File: src/source/sb_pkg.sv
`default_nettype none

package sb_pkg;

    // ------------------------------
    // Register file geometry
    // ------------------------------

    localparam int REG_IDX_W = 4;
    localparam int NUM_REGS  = 16;

    typedef logic [REG_IDX_W-1:0] reg_idx_t;

    // Width of the LDI immediate, zero extended to the data width
    localparam int IMM_W = 8;

    // Registered stages between multiply issue and its completion
    localparam int MUL_STAGES = 3;

    // ------------------------------
    // Opcodes
    // ------------------------------

    typedef enum logic [3:0] {
        NOP = 4'd0,
        LDI = 4'd1,
        ADD = 4'd2,
        SUB = 4'd3,
        AND = 4'd4,
        OR  = 4'd5,
        XOR = 4'd6,
        MUL = 4'd7
    } opcode_e;

endpackage

`default_nettype wire

File: src/source/complete_if.sv
`default_nettype none

interface complete_if #(
    parameter int DATA_W = 16
);
    import sb_pkg::*;

    logic              alu_valid;
    reg_idx_t          alu_rd;
    logic [DATA_W-1:0] alu_data;

    // Never valid in the same cycle as the ALU completion
    logic              mul_valid;
    reg_idx_t          mul_rd;
    logic [DATA_W-1:0] mul_data;

    modport execute (
        output alu_valid, alu_rd, alu_data,
        output mul_valid, mul_rd, mul_data
    );

    modport result (
        input  alu_valid, alu_rd, alu_data,
        input  mul_valid, mul_rd, mul_data
    );
endinterface

`default_nettype wire

File: src/source/issue_if.sv
`default_nettype none

interface issue_if #(
    parameter int DATA_W = 16
);
    import sb_pkg::*;

    // One strobe per accepted instruction, NOP never appears here
    logic              valid;
    opcode_e           op;
    reg_idx_t          rd;
    logic [DATA_W-1:0] opr0;
    logic [DATA_W-1:0] opr1;

    // Multiply in flight that an ALU op issued now would collide with
    logic              mul_slot_busy;

    modport decode (
        output valid, op, rd, opr0, opr1,
        input  mul_slot_busy
    );

    modport execute (
        input  valid, op, rd, opr0, opr1,
        output mul_slot_busy
    );
endinterface

`default_nettype wire

File: src/source/sb_core_top.sv
`default_nettype none

module sb_core_top #(
    parameter int DATA_W = 16
) (
    input  logic                     clk,
    input  logic                     rst_n_i,

    input  logic                     instr_valid_i,
    input  sb_pkg::opcode_e          instr_op_i,
    input  sb_pkg::reg_idx_t         instr_rd_i,
    input  sb_pkg::reg_idx_t         instr_rs0_i,
    input  sb_pkg::reg_idx_t         instr_rs1_i,
    input  logic [sb_pkg::IMM_W-1:0] instr_imm_i,
    output logic                     stall_o,

    output logic                     wb_valid_o,
    output sb_pkg::reg_idx_t         wb_rd_o,
    output logic [DATA_W-1:0]        wb_data_o
);

    // Register file read and reserve
    sb_pkg::reg_idx_t  rs0;
    sb_pkg::reg_idx_t  rs1;
    sb_pkg::reg_idx_t  rd;
    logic              reserve;
    logic [DATA_W-1:0] opr0;
    logic [DATA_W-1:0] opr1;
    logic              reserved0;
    logic              reserved1;
    logic              reserved_rd;

    issue_if    #(.DATA_W(DATA_W)) issue_bus ();
    complete_if #(.DATA_W(DATA_W)) cmpl_bus ();

    sb_reg_file #(.DATA_W(DATA_W)) reg_file_i (
        .clk           (clk),
        .rst_n_i       (rst_n_i),
        .rs0_i         (rs0),
        .rs1_i         (rs1),
        .rd_i          (rd),
        .reserve_i     (reserve),
        .opr0_o        (opr0),
        .opr1_o        (opr1),
        .reserved0_o   (reserved0),
        .reserved1_o   (reserved1),
        .reserved_rd_o (reserved_rd),
        .wb_i          (wb_valid_o),
        .wb_rd_i       (wb_rd_o),
        .wb_data_i     (wb_data_o)
    );

    sb_decode #(.DATA_W(DATA_W)) decode_i (
        .clk           (clk),
        .rst_n_i       (rst_n_i),
        .instr_valid_i (instr_valid_i),
        .instr_op_i    (instr_op_i),
        .instr_rd_i    (instr_rd_i),
        .instr_rs0_i   (instr_rs0_i),
        .instr_rs1_i   (instr_rs1_i),
        .instr_imm_i   (instr_imm_i),
        .stall_o       (stall_o),
        .rs0_o         (rs0),
        .rs1_o         (rs1),
        .rd_o          (rd),
        .reserve_o     (reserve),
        .opr0_i        (opr0),
        .opr1_i        (opr1),
        .reserved0_i   (reserved0),
        .reserved1_i   (reserved1),
        .reserved_rd_i (reserved_rd),
        .issue_o       (issue_bus.decode)
    );

    sb_execute #(.DATA_W(DATA_W)) execute_i (
        .clk     (clk),
        .rst_n_i (rst_n_i),
        .issue_i (issue_bus.execute),
        .cmpl_o  (cmpl_bus.execute)
    );

    sb_result #(.DATA_W(DATA_W)) result_i (
        .clk        (clk),
        .rst_n_i    (rst_n_i),
        .cmpl_i     (cmpl_bus.result),
        .wb_valid_o (wb_valid_o),
        .wb_rd_o    (wb_rd_o),
        .wb_data_o  (wb_data_o)
    );

endmodule

`default_nettype wire

File: src/source/sb_decode.sv
`default_nettype none

module sb_decode #(
    parameter int DATA_W = 16
) (
    input  logic                     clk,
    input  logic                     rst_n_i,

    input  logic                     instr_valid_i,
    input  sb_pkg::opcode_e          instr_op_i,
    input  sb_pkg::reg_idx_t         instr_rd_i,
    input  sb_pkg::reg_idx_t         instr_rs0_i,
    input  sb_pkg::reg_idx_t         instr_rs1_i,
    input  logic [sb_pkg::IMM_W-1:0] instr_imm_i,
    output logic                     stall_o,

    // Register file side
    output sb_pkg::reg_idx_t         rs0_o,
    output sb_pkg::reg_idx_t         rs1_o,
    output sb_pkg::reg_idx_t         rd_o,
    output logic                     reserve_o,
    input  logic [DATA_W-1:0]        opr0_i,
    input  logic [DATA_W-1:0]        opr1_i,
    input  logic                     reserved0_i,
    input  logic                     reserved1_i,
    input  logic                     reserved_rd_i,

    issue_if.decode                  issue_o
);
    import sb_pkg::*;

    logic reads_src;
    logic writes_rd;
    logic uses_alu;
    logic src_hazard;
    logic dst_hazard;
    logic slot_hazard;

    // Opcode classes
    assign reads_src = instr_op_i inside {ADD, SUB, AND, OR, XOR, MUL};
    assign writes_rd = instr_op_i inside {LDI, ADD, SUB, AND, OR, XOR, MUL};
    assign uses_alu  = instr_op_i inside {LDI, ADD, SUB, AND, OR, XOR};

    assign rs0_o = instr_rs0_i;
    assign rs1_o = instr_rs1_i;
    assign rd_o  = instr_rd_i;

    assign src_hazard  = reads_src & (reserved0_i | reserved1_i);
    assign dst_hazard  = writes_rd & reserved_rd_i;
    // ALU result would land on the same cycle as a multiply
    assign slot_hazard = uses_alu & issue_o.mul_slot_busy;

    assign stall_o = instr_valid_i & (src_hazard | dst_hazard | slot_hazard);

    // Accepted and not a NOP, so rd is claimed now
    assign reserve_o = instr_valid_i & ~stall_o & writes_rd;

    always_ff @(posedge clk or negedge rst_n_i) begin
        if (!rst_n_i) begin
            issue_o.valid <= 1'b0;
        end else begin
            issue_o.valid <= reserve_o;
        end
    end

    always_ff @(posedge clk) begin
        if (reserve_o) begin
            issue_o.op   <= instr_op_i;
            issue_o.rd   <= instr_rd_i;
            issue_o.opr1 <= opr1_i;
            if (instr_op_i == LDI) begin
                issue_o.opr0 <= {{(DATA_W-IMM_W){1'b0}}, instr_imm_i};
            end else begin
                issue_o.opr0 <= opr0_i;
            end
        end
    end

endmodule

`default_nettype wire

File: src/source/sb_execute.sv
`default_nettype none

module sb_execute #(
    parameter int DATA_W = 16
) (
    input  logic        clk,
    input  logic        rst_n_i,

    issue_if.execute    issue_i,
    complete_if.execute cmpl_o
);
    import sb_pkg::*;

    // ------------------------------
    // ALU path, one cycle
    // ------------------------------

    logic [DATA_W-1:0] alu_res;

    always_comb begin
        case (issue_i.op)
            LDI:     alu_res = issue_i.opr0;
            ADD:     alu_res = issue_i.opr0 + issue_i.opr1;
            SUB:     alu_res = issue_i.opr0 - issue_i.opr1;
            AND:     alu_res = issue_i.opr0 & issue_i.opr1;
            OR:      alu_res = issue_i.opr0 | issue_i.opr1;
            XOR:     alu_res = issue_i.opr0 ^ issue_i.opr1;
            default: alu_res = '0;
        endcase
    end

    always_ff @(posedge clk or negedge rst_n_i) begin
        if (!rst_n_i) begin
            cmpl_o.alu_valid <= 1'b0;
        end else begin
            cmpl_o.alu_valid <= issue_i.valid && (issue_i.op != MUL);
        end
    end

    always_ff @(posedge clk) begin
        cmpl_o.alu_rd   <= issue_i.rd;
        cmpl_o.alu_data <= alu_res;
    end

    // ------------------------------
    // Multiply pipeline
    // ------------------------------

    logic [MUL_STAGES-1:0] mul_vld_q;
    reg_idx_t              mul_rd_q   [MUL_STAGES];
    logic [DATA_W-1:0]     mul_prod_q [MUL_STAGES];
    logic [DATA_W-1:0]     mul_prod;

    // Only the low DATA_W bits of the product are kept
    assign mul_prod = issue_i.opr0 * issue_i.opr1;

    always_ff @(posedge clk or negedge rst_n_i) begin
        if (!rst_n_i) begin
            mul_vld_q <= '0;
        end else begin
            mul_vld_q <= {mul_vld_q[MUL_STAGES-2:0], issue_i.valid && (issue_i.op == MUL)};
        end
    end

    always_ff @(posedge clk) begin
        mul_rd_q[0]   <= issue_i.rd;
        mul_prod_q[0] <= mul_prod;
        for (int s = 1; s < MUL_STAGES; s++) begin
            mul_rd_q[s]   <= mul_rd_q[s-1];
            mul_prod_q[s] <= mul_prod_q[s-1];
        end
    end

    // An ALU op issued now would complete together with this entry
    assign issue_i.mul_slot_busy = mul_vld_q[0];

    assign cmpl_o.mul_valid = mul_vld_q[MUL_STAGES-1];
    assign cmpl_o.mul_rd    = mul_rd_q[MUL_STAGES-1];
    assign cmpl_o.mul_data  = mul_prod_q[MUL_STAGES-1];

endmodule

`default_nettype wire

File: src/source/sb_reg_file.sv
`default_nettype none

module sb_reg_file #(
    parameter int DATA_W = 16
) (
    input  logic                 clk,
    input  logic                 rst_n_i,

    // Read and reservation check
    input  sb_pkg::reg_idx_t     rs0_i,
    input  sb_pkg::reg_idx_t     rs1_i,
    input  sb_pkg::reg_idx_t     rd_i,
    input  logic                 reserve_i,
    output logic [DATA_W-1:0]    opr0_o,
    output logic [DATA_W-1:0]    opr1_o,
    output logic                 reserved0_o,
    output logic                 reserved1_o,
    output logic                 reserved_rd_o,

    // Writeback
    input  logic                 wb_i,
    input  sb_pkg::reg_idx_t     wb_rd_i,
    input  logic [DATA_W-1:0]    wb_data_i
);
    import sb_pkg::*;

    logic [DATA_W-1:0]   regs_q [NUM_REGS];
    logic [NUM_REGS-1:0] reserved_q;

    // One-hot write and reserve selects
    logic [NUM_REGS-1:0] wb_sel;
    logic [NUM_REGS-1:0] rsv_sel;

    // Index only used when its strobe is high
    always_comb begin
        wb_sel  = '0;
        rsv_sel = '0;
        if (wb_i) begin
            wb_sel[wb_rd_i] = 1'b1;
        end
        if (reserve_i) begin
            rsv_sel[rd_i] = 1'b1;
        end
    end

    // ------------------------------
    // Storage
    // ------------------------------

    for (genvar r = 0; r < NUM_REGS; r++) begin : g_reg
        always_ff @(posedge clk or negedge rst_n_i) begin
            if (!rst_n_i) begin
                regs_q[r] <= '0;
            end else if (wb_sel[r]) begin
                regs_q[r] <= wb_data_i;
            end
        end
    end

    // Writeback releases a register, issue claims it
    always_ff @(posedge clk or negedge rst_n_i) begin
        if (!rst_n_i) begin
            reserved_q <= '0;
        end else begin
            reserved_q <= (reserved_q & ~wb_sel) | rsv_sel;
        end
    end

    // ------------------------------
    // Combinational read
    // ------------------------------

    assign opr0_o = regs_q[rs0_i];
    assign opr1_o = regs_q[rs1_i];

    assign reserved0_o   = reserved_q[rs0_i];
    assign reserved1_o   = reserved_q[rs1_i];
    assign reserved_rd_o = reserved_q[rd_i];

endmodule

`default_nettype wire

File: src/source/sb_result.sv
`default_nettype none

module sb_result #(
    parameter int DATA_W = 16
) (
    input  logic              clk,
    input  logic              rst_n_i,

    complete_if.result        cmpl_i,

    // Single writeback, shared by the register file and the core outputs
    output logic              wb_valid_o,
    output sb_pkg::reg_idx_t  wb_rd_o,
    output logic [DATA_W-1:0] wb_data_o
);

    // ------------------------------
    // Writeback register
    // ------------------------------

    always_ff @(posedge clk or negedge rst_n_i) begin
        if (!rst_n_i) begin
            wb_valid_o <= 1'b0;
        end else begin
            wb_valid_o <= cmpl_i.alu_valid | cmpl_i.mul_valid;
        end
    end

    // At most one completion per cycle, multiply checked first
    always_ff @(posedge clk) begin
        if (cmpl_i.mul_valid) begin
            wb_rd_o   <= cmpl_i.mul_rd;
            wb_data_o <= cmpl_i.mul_data;
        end else begin
            wb_rd_o   <= cmpl_i.alu_rd;
            wb_data_o <= cmpl_i.alu_data;
        end
    end

endmodule

`default_nettype wire

File: config.mk
export PLATFORM = sky130hd
export DESIGN_NAME = sb_core_top
export DESIGN_NICKNAME = d
export VERILOG_FILES = /design/src/source/sb_pkg.sv /design/src/source/complete_if.sv /design/src/source/issue_if.sv /design/src/source/sb_core_top.sv /design/src/source/sb_decode.sv /design/src/source/sb_execute.sv /design/src/source/sb_reg_file.sv /design/src/source/sb_result.sv
export SDC_FILE = /design/constraint.sdc
export NUM_CORES = 1
export LEC_CHECK = 0
export BUFFER_PORTS_ARGS = -buffer_cell sky130_fd_sc_hd__buf_2
export CAP_MARGIN = 10
export CORE_AREA = 2 2 171 240
export CTS_CLUSTER_DIAMETER = 200
export CTS_CLUSTER_SIZE = 25
export DETAILED_ROUTE_END_ITERATION = 8
export DIE_AREA = 0 0 173 242
export GPL_TIMING_DRIVEN = 1
export PLACE_DENSITY_LB_ADDON = 0.12
export SYNTH_ARGS = -nofsm -noshare
export SYNTH_HDL_FRONTEND = slang
export SYNTH_SLANG_ARGS = --single-unit
export TNS_END_PERCENT = 10
File: constraint.sdc
create_clock -name clk -period 6.1 [get_ports clk]
set_clock_uncertainty 0.05 [all_clocks]
set_input_delay 1.22 -clock clk [delete_from_list [all_inputs] [get_ports clk]]
set_output_delay 1.22 -clock clk [all_outputs]
set_load 0.01 [all_outputs]
* Word level (Yosys, flattened, before mapping)
Memory sizes are Yosys's and may differ from the RTL's. Index checks and enable logic that the tools add are counted.
Cells by class: bitwise gates (word level) 19, reduce and logical (&&, ||, !) cells 7, mux-type cells 22, magnitude comparators 8, multiply operators 1, eq/ne operators 15, add/sub/neg operators 2
Operators with widths (number):
- $bmux 16 s4 | 2
- $mux 16 | 7
- $pmux 16 s6 | 1
- $and 16x16->16 | 2
- $eq 4x3->1 const B | 8
- $or 16x16->16 | 2
- $lt 4x5->1 const B | 4
- $add 16x16->16 | 1
- $eq 4x2->1 const B | 4
- $mul 16x16->16 | 1
- $not 16->16 | 1
- $sub 16x16->16 | 1
- $xor 16x16->16 | 1
- $bmux 1 s4 | 3
- $reduce_bool 6->1 | 2
- $ge 5x5->1 const B | 2
- $not 4->5 | 2
- $demux 1 s4 | 2
- $eq 4x1->1 const B | 2
- $ge 4x1->1 const B | 2
- $mux 8 | 1
- $reduce_bool 7->1 | 1
- $and 1x1->1 | 6
- $mux 1 | 5
- other kinds (5) | 11
Storage, ports and cells: bits in registers 358, memory bits (writable) 60, output and inout port bits 22, logic and storage cells 106, bits of input ports 27, memories 2
Memory list:
- execute_i.mul_prod_q | depth 3, width 16, read ports 3, clocked after Yosys merged registers in 0, write ports 3, line sb_execute.sv:51 | logic [DATA_W-1:0] mul_prod_q [MUL_STAGES];
- execute_i.mul_rd_q | depth 3, width 4, read ports 3, clocked after Yosys merged registers in 0, write ports 3, line sb_execute.sv:50 | reg_idx_t mul_rd_q [MUL_STAGES];

* Depth between registers and ports, before layout
depth after elaboration 12, depth in mapped cells 22, depth with buffers taken out 21

* Cells and area by module
Synthesis repeated with hierarchy kept, for this count alone.
Unflattened totals: cell total of the unflattened synthesis 1893, area total of the unflattened synthesis 24289.5 um^2
Modules (own cells, without submodules):
- sb_reg_file | cells an instance 933, sequential area each 6806.5 um^2, area each 14463.9 um^2, times used 1
- sb_execute | cells an instance 839, sequential area each 1621.6 um^2, area each 7526.0 um^2, times used 1
- sb_decode | cells an instance 77, sequential area each 1226.2 um^2, area each 1549.0 um^2, times used 1
- sb_result | cells an instance 44, sequential area each 425.4 um^2, area each 750.7 um^2, times used 1

* Least setup slack after synthesis
OpenSTA, ideal clock, no wires.
kind reg2reg, start point reg decode_i.issue_o.opr1[2], end point mem execute_i.mul_prod_q[0][13], data required time 5.978 ns, slack 0.865 ns, path buffers 1, clock period less this slack 5.235 ns, setup time 0.072 ns, cell stages (with the launch flop) 19, arrival 5.112 ns, path through edfxtp_1 -> clkbuf_1 -> clkinv_1 -> nor2_1 -> fa_1 -> fa_1 -> ha_1 -> fa_1 -> inv_1 -> fa_1 -> fa_1 -> inv_1 -> ha_1 -> o21a_1 -> o31a_1 -> o31a_1 -> or2_2 -> a21oi_1 -> xnor2_1
RTL lines:
- from (decl) | line issue_if.sv:19 | output valid, op, rd, opr0, opr1,
- from (signal assigned) | line sb_decode.sv:70 | issue_o.opr1 <= opr1_i;
- to (decl) | line sb_execute.sv:51

==> insert_results.sql <==
INSERT INTO impl_metrics (metric_group, metric, value, unit) VALUES
('yosys', 'synthCells', '1775', ''),
('route', 'remaining_antenna_violation_count', '0', ''),
('power', 'ir_worst_vdd', '184', 'µV'),
('timing', 'grt_setup_unrepaired', 'no', ''),
('power', 'total_switching_power', '1.03', 'mW'),
('final_layout', 'final.fill_count', '3176', ''),
('clock_tree', 'tritoncts.num_buffers', '20', ''),
('clock_tree', 'cts_root_buf', 'sky130_fd_sc_hd__clkbuf_16', ''),
('global_route', 'grt_pass1_vias', '15800', ''),
('yosys', 'yosys.cell_types.count', '58', ''),
('floorplan', 'start_util', '59.4', '%'),
('final_layout', 'ff_latch_area', '0.0101', 'mm²'),
('yosys', 'netlist_area', '0.0237', 'mm²'),
('floorplan', 'fp.dieW', '173', 'µm'),
('status', 'run_status', 'complete, no violations', ''),
('route', 'route.detailed.drc', '0', ''),
('clock_tree', 'clock-sinks', '414', ''),
('yosys', 'yosys_warnings', '0', ''),
('worst_hold_path', 'hold_class', 'flip-flop to flip-flop', ''),
('final_layout', 'drive_gt1_share', '32.9', '%'),
('clock_tree', 'cts_resized', '0', ''),
('power', 'combinationalPowerShare', '4.1', '%'),
('timing', 'worst-slew-pin-transition', '1150', 'ps'),
('place', 'post-dp-hpwl', '42.4', 'mm'),
('route', 'drt_iter0_drc', '827', ''),
('floorplan', 'core.rowCount', '87', ''),
('setup_path', 'critPathMaxFanout', '12', ''),
('yosys', 'synth-async-reset-ratio', '67.1', '%'),
('setup_path', 'worstSetupEndpointType', 'flip-flop', ''),
('route', 'avgRoutedWirePerCell', '26.6', 'µm'),
('setup_path', 'timing.critical_path.buf_inv', '3', ''),
('floorplan', 'fp.dieArea', '0.0419', 'mm²'),
('power', 'power_frac_seq', '61.4', '%'),
('setup_path', 'critPathLaunchType', 'flip-flop', ''),
('setup_path', 'crit_type', 'flip-flop to flip-flop', ''),
('yosys', 'yosys.area_share.simple', '4.87', '%'),
('place', 'buffer_ports.inserted', '48', ''),
('yosys', 'synthesis.area_per_instance', '13.3', 'µm²'),
('floorplan', 'die_height', '242', 'µm'),
('global_route', 'grt_overflow', '0', ''),
('timing', 'totalNegativeSetupSlack', '0', 'ps'),
('yosys', 'syn-num-nets', '1980', ''),
('power', 'power.density_cell_area', '180', 'mW/mm²'),
('final_layout', 'final_cells', '2323', ''),
('setup_path', 'worst_path_largest_cell_delay', '700', 'ps'),
('yosys', 'post_synth_mux_area_share', '30.3', '%'),
('timing', 'finalCriticalPeriod', '5560', 'ps'),
('yosys', 'yosys.area_share.adder', '12.0', '%'),
('final_layout', 'layout.cells.most_common_list', 'sky130_fd_sc_hd__mux2_2 (284), sky130_fd_sc_hd__dfrtp_1 (278), sky130_fd_sc_hd__mux4_2 (175), sky130_fd_sc_hd__inv_1 (149), sky130_fd_sc_hd__nand2_1 (100)', ''),
('clock_tree', 'ctsLongestPathBuffers', '3', ''),
('floorplan', 'placeableCoreArea', '0.0398', 'mm²'),
('route', 'route.vias.total', '14700', ''),
('power', 'switching_share', '22.7', '%'),
('place', 'post-place-cells', '2287', ''),
('place', 'place_congestion', '0.969', ''),
('global_route', 'grt_first_pass_wirelength', '95.2', 'mm'),
('final_layout', 'antennaDiodeCount', '0', ''),
('clock_tree', 'clk_pin_slew', '90', 'ps'),
('yosys', 'synth_compound_area_share', '3.65', '%'),
('timing', 'relSlewSlack', '23.1', '%'),
('final_layout', 'finalNetCount', '1980', ''),
('global_route', 'grt_max_degree', '137', ''),
('setup_path', 'cp_cell_sequence', 'inv_1 -> nor2_1 -> fa_1 -> fa_1 -> ha_1 -> fa_1 -> inv_1 -> fa_1 -> fa_1 -> inv_1 -> ha_1 -> o21a_1 -> o31a_1 -> o31a_1 -> or2_2 -> o22ai_1 -> xnor2_1', ''),
('yosys', 'dominant_combinational_cell_family_by_area_after_synthesis', 'multiplexers', ''),
('route', 'drt-total-wl', '61.7', 'mm'),
('final_layout', 'multi_input_logic_area', '0.0127', 'mm²'),
('route', 'drt_pre_antenna_iters', '5', ''),
('yosys', 'ys_seq_area_share', '42.6', '%'),
('route', 'drt-vias-per-instance', '6.32', ''),
('timing', 'post-route-period-util', '91.1', '%'),
('power', 'power.static_leakage', '11.2', 'nW');
## power groups by stage
| stage | Sequential, mW | Clock (mW) | Combinational (mW) |
|---|---|---|---|
| after detailed placement | 2.83 | 0 | 0.188 |
| after floorplan | 2.83 | 0 | 0.104 |
| final | 2.77 | 1.56 | 0.184 |
| after CTS | 2.77 | 1.60 | 0.188 |
| after global routing | 2.77 | 1.69 | 0.201 |
| after global placement | 2.83 | 0 | 0.188 |
## area by class of cell
class,instances,share of cell area [%]
well taps,534,2.66
flip-flops and latches,414,40.1
multi-input cells,1101,50.4
clock inverters,1,0.0648
clock buffers,35,2.30
repair buffers,83,2.11
inverters,155,2.32
## cells by family after synthesis
family | Yosys count
compound gates | 137
xor+xnor | 66
fa+ha+maj | 178
mux | 461
flops | 414
buf+inv | 260
simple gates | 259
## state kept, by name, summed over array words and instances, names as in the netlist
name                        count
execute_i.cmpl_o.alu_valid      1
reg_file_i.regs_q             256
execute_i.mul_vld_q             3
execute_i.mul_rd_q              9
decode_i.issue_o.valid          1
execute_i.cmpl_o.alu_data      16
result_i.wb_valid_o             1
execute_i.mul_prod_q           48
result_i.wb_rd_o                4
result_i.wb_data_o             16
decode_i.issue_o.op             4
decode_i.issue_o.opr1          16
execute_i.cmpl_o.alu_rd         3
decode_i.issue_o.rd             4
decode_i.issue_o.opr0          16
reg_file_i.reserved_q          16
## cell usage after synthesis (42+ instances only)
| master | number | share of area, % |
|---|---|---|
| sky130_fd_sc_hd__mux2_2 | 284 | 14 |
| sky130_fd_sc_hd__inv_1 | 149 | 2.4 |
| sky130_fd_sc_hd__ha_1 | 97 | 5.1 |
| sky130_fd_sc_hd__fa_1 | 81 | 6.9 |
| sky130_fd_sc_hd__clkbuf_1 | 85 | 1.3 |
| sky130_fd_sc_hd__nor2_1 | 94 | 1.5 |
| sky130_fd_sc_hd__dfxtp_1 | 96 | 8.1 |
| sky130_fd_sc_hd__nand2_1 | 100 | 1.6 |
| sky130_fd_sc_hd__o21ai_0 | 42 | 0.89 |
| sky130_fd_sc_hd__mux4_2 | 175 | 17 |
| sky130_fd_sc_hd__xnor2_1 | 52 | 1.9 |
| sky130_fd_sc_hd__dfrtp_1 | 278 | 29 |
## worst paths after layout
check	start	end	slack, ps	cells after the start
worst min-delay path	execute_i.mul_rd_q[0][5]	execute_i.mul_rd_q[0][9]	280	0
max in group asynchronous	rst_n_i	reg_file_i.regs_q[252]	4100	2
worst min register to register	execute_i.mul_rd_q[0][5]	execute_i.mul_rd_q[0][9]	280	0
worst max register to register	decode_i.issue_o.opr1[1]	execute_i.mul_prod_q[0][15]	540	17
min in group asynchronous	rst_n_i	reg_file_i.regs_q[82]	690	1
worst max-delay path	decode_i.issue_o.opr1[1]	execute_i.mul_prod_q[0][15]	540	17
## per-layer routing
metal | global-route usage [%] | wire length, µm | vias to the layer above
met3 | 3.12 | 2920 | 144
met5 | 0 | 0 | -
met4 | 13.8 | 3180 | 0
met1 | 37.7 | 23600 | 7777
met2 | 53.5 | 32000 | 423
li1 | - | - | 6328
## metrics by stage
step	power [mW]	setup slack (ps)	area, µm²	hold WS [ps]
finish	4.52	540	25100	285
global route	4.66	275	25100	290
CTS	4.56	577	25100	285
detailed placement	3.02	570	24500	264
global placement	3.02	578	24500	261
floorplan	2.93	865	23700	260
Power figures use the tool's default switching activity.
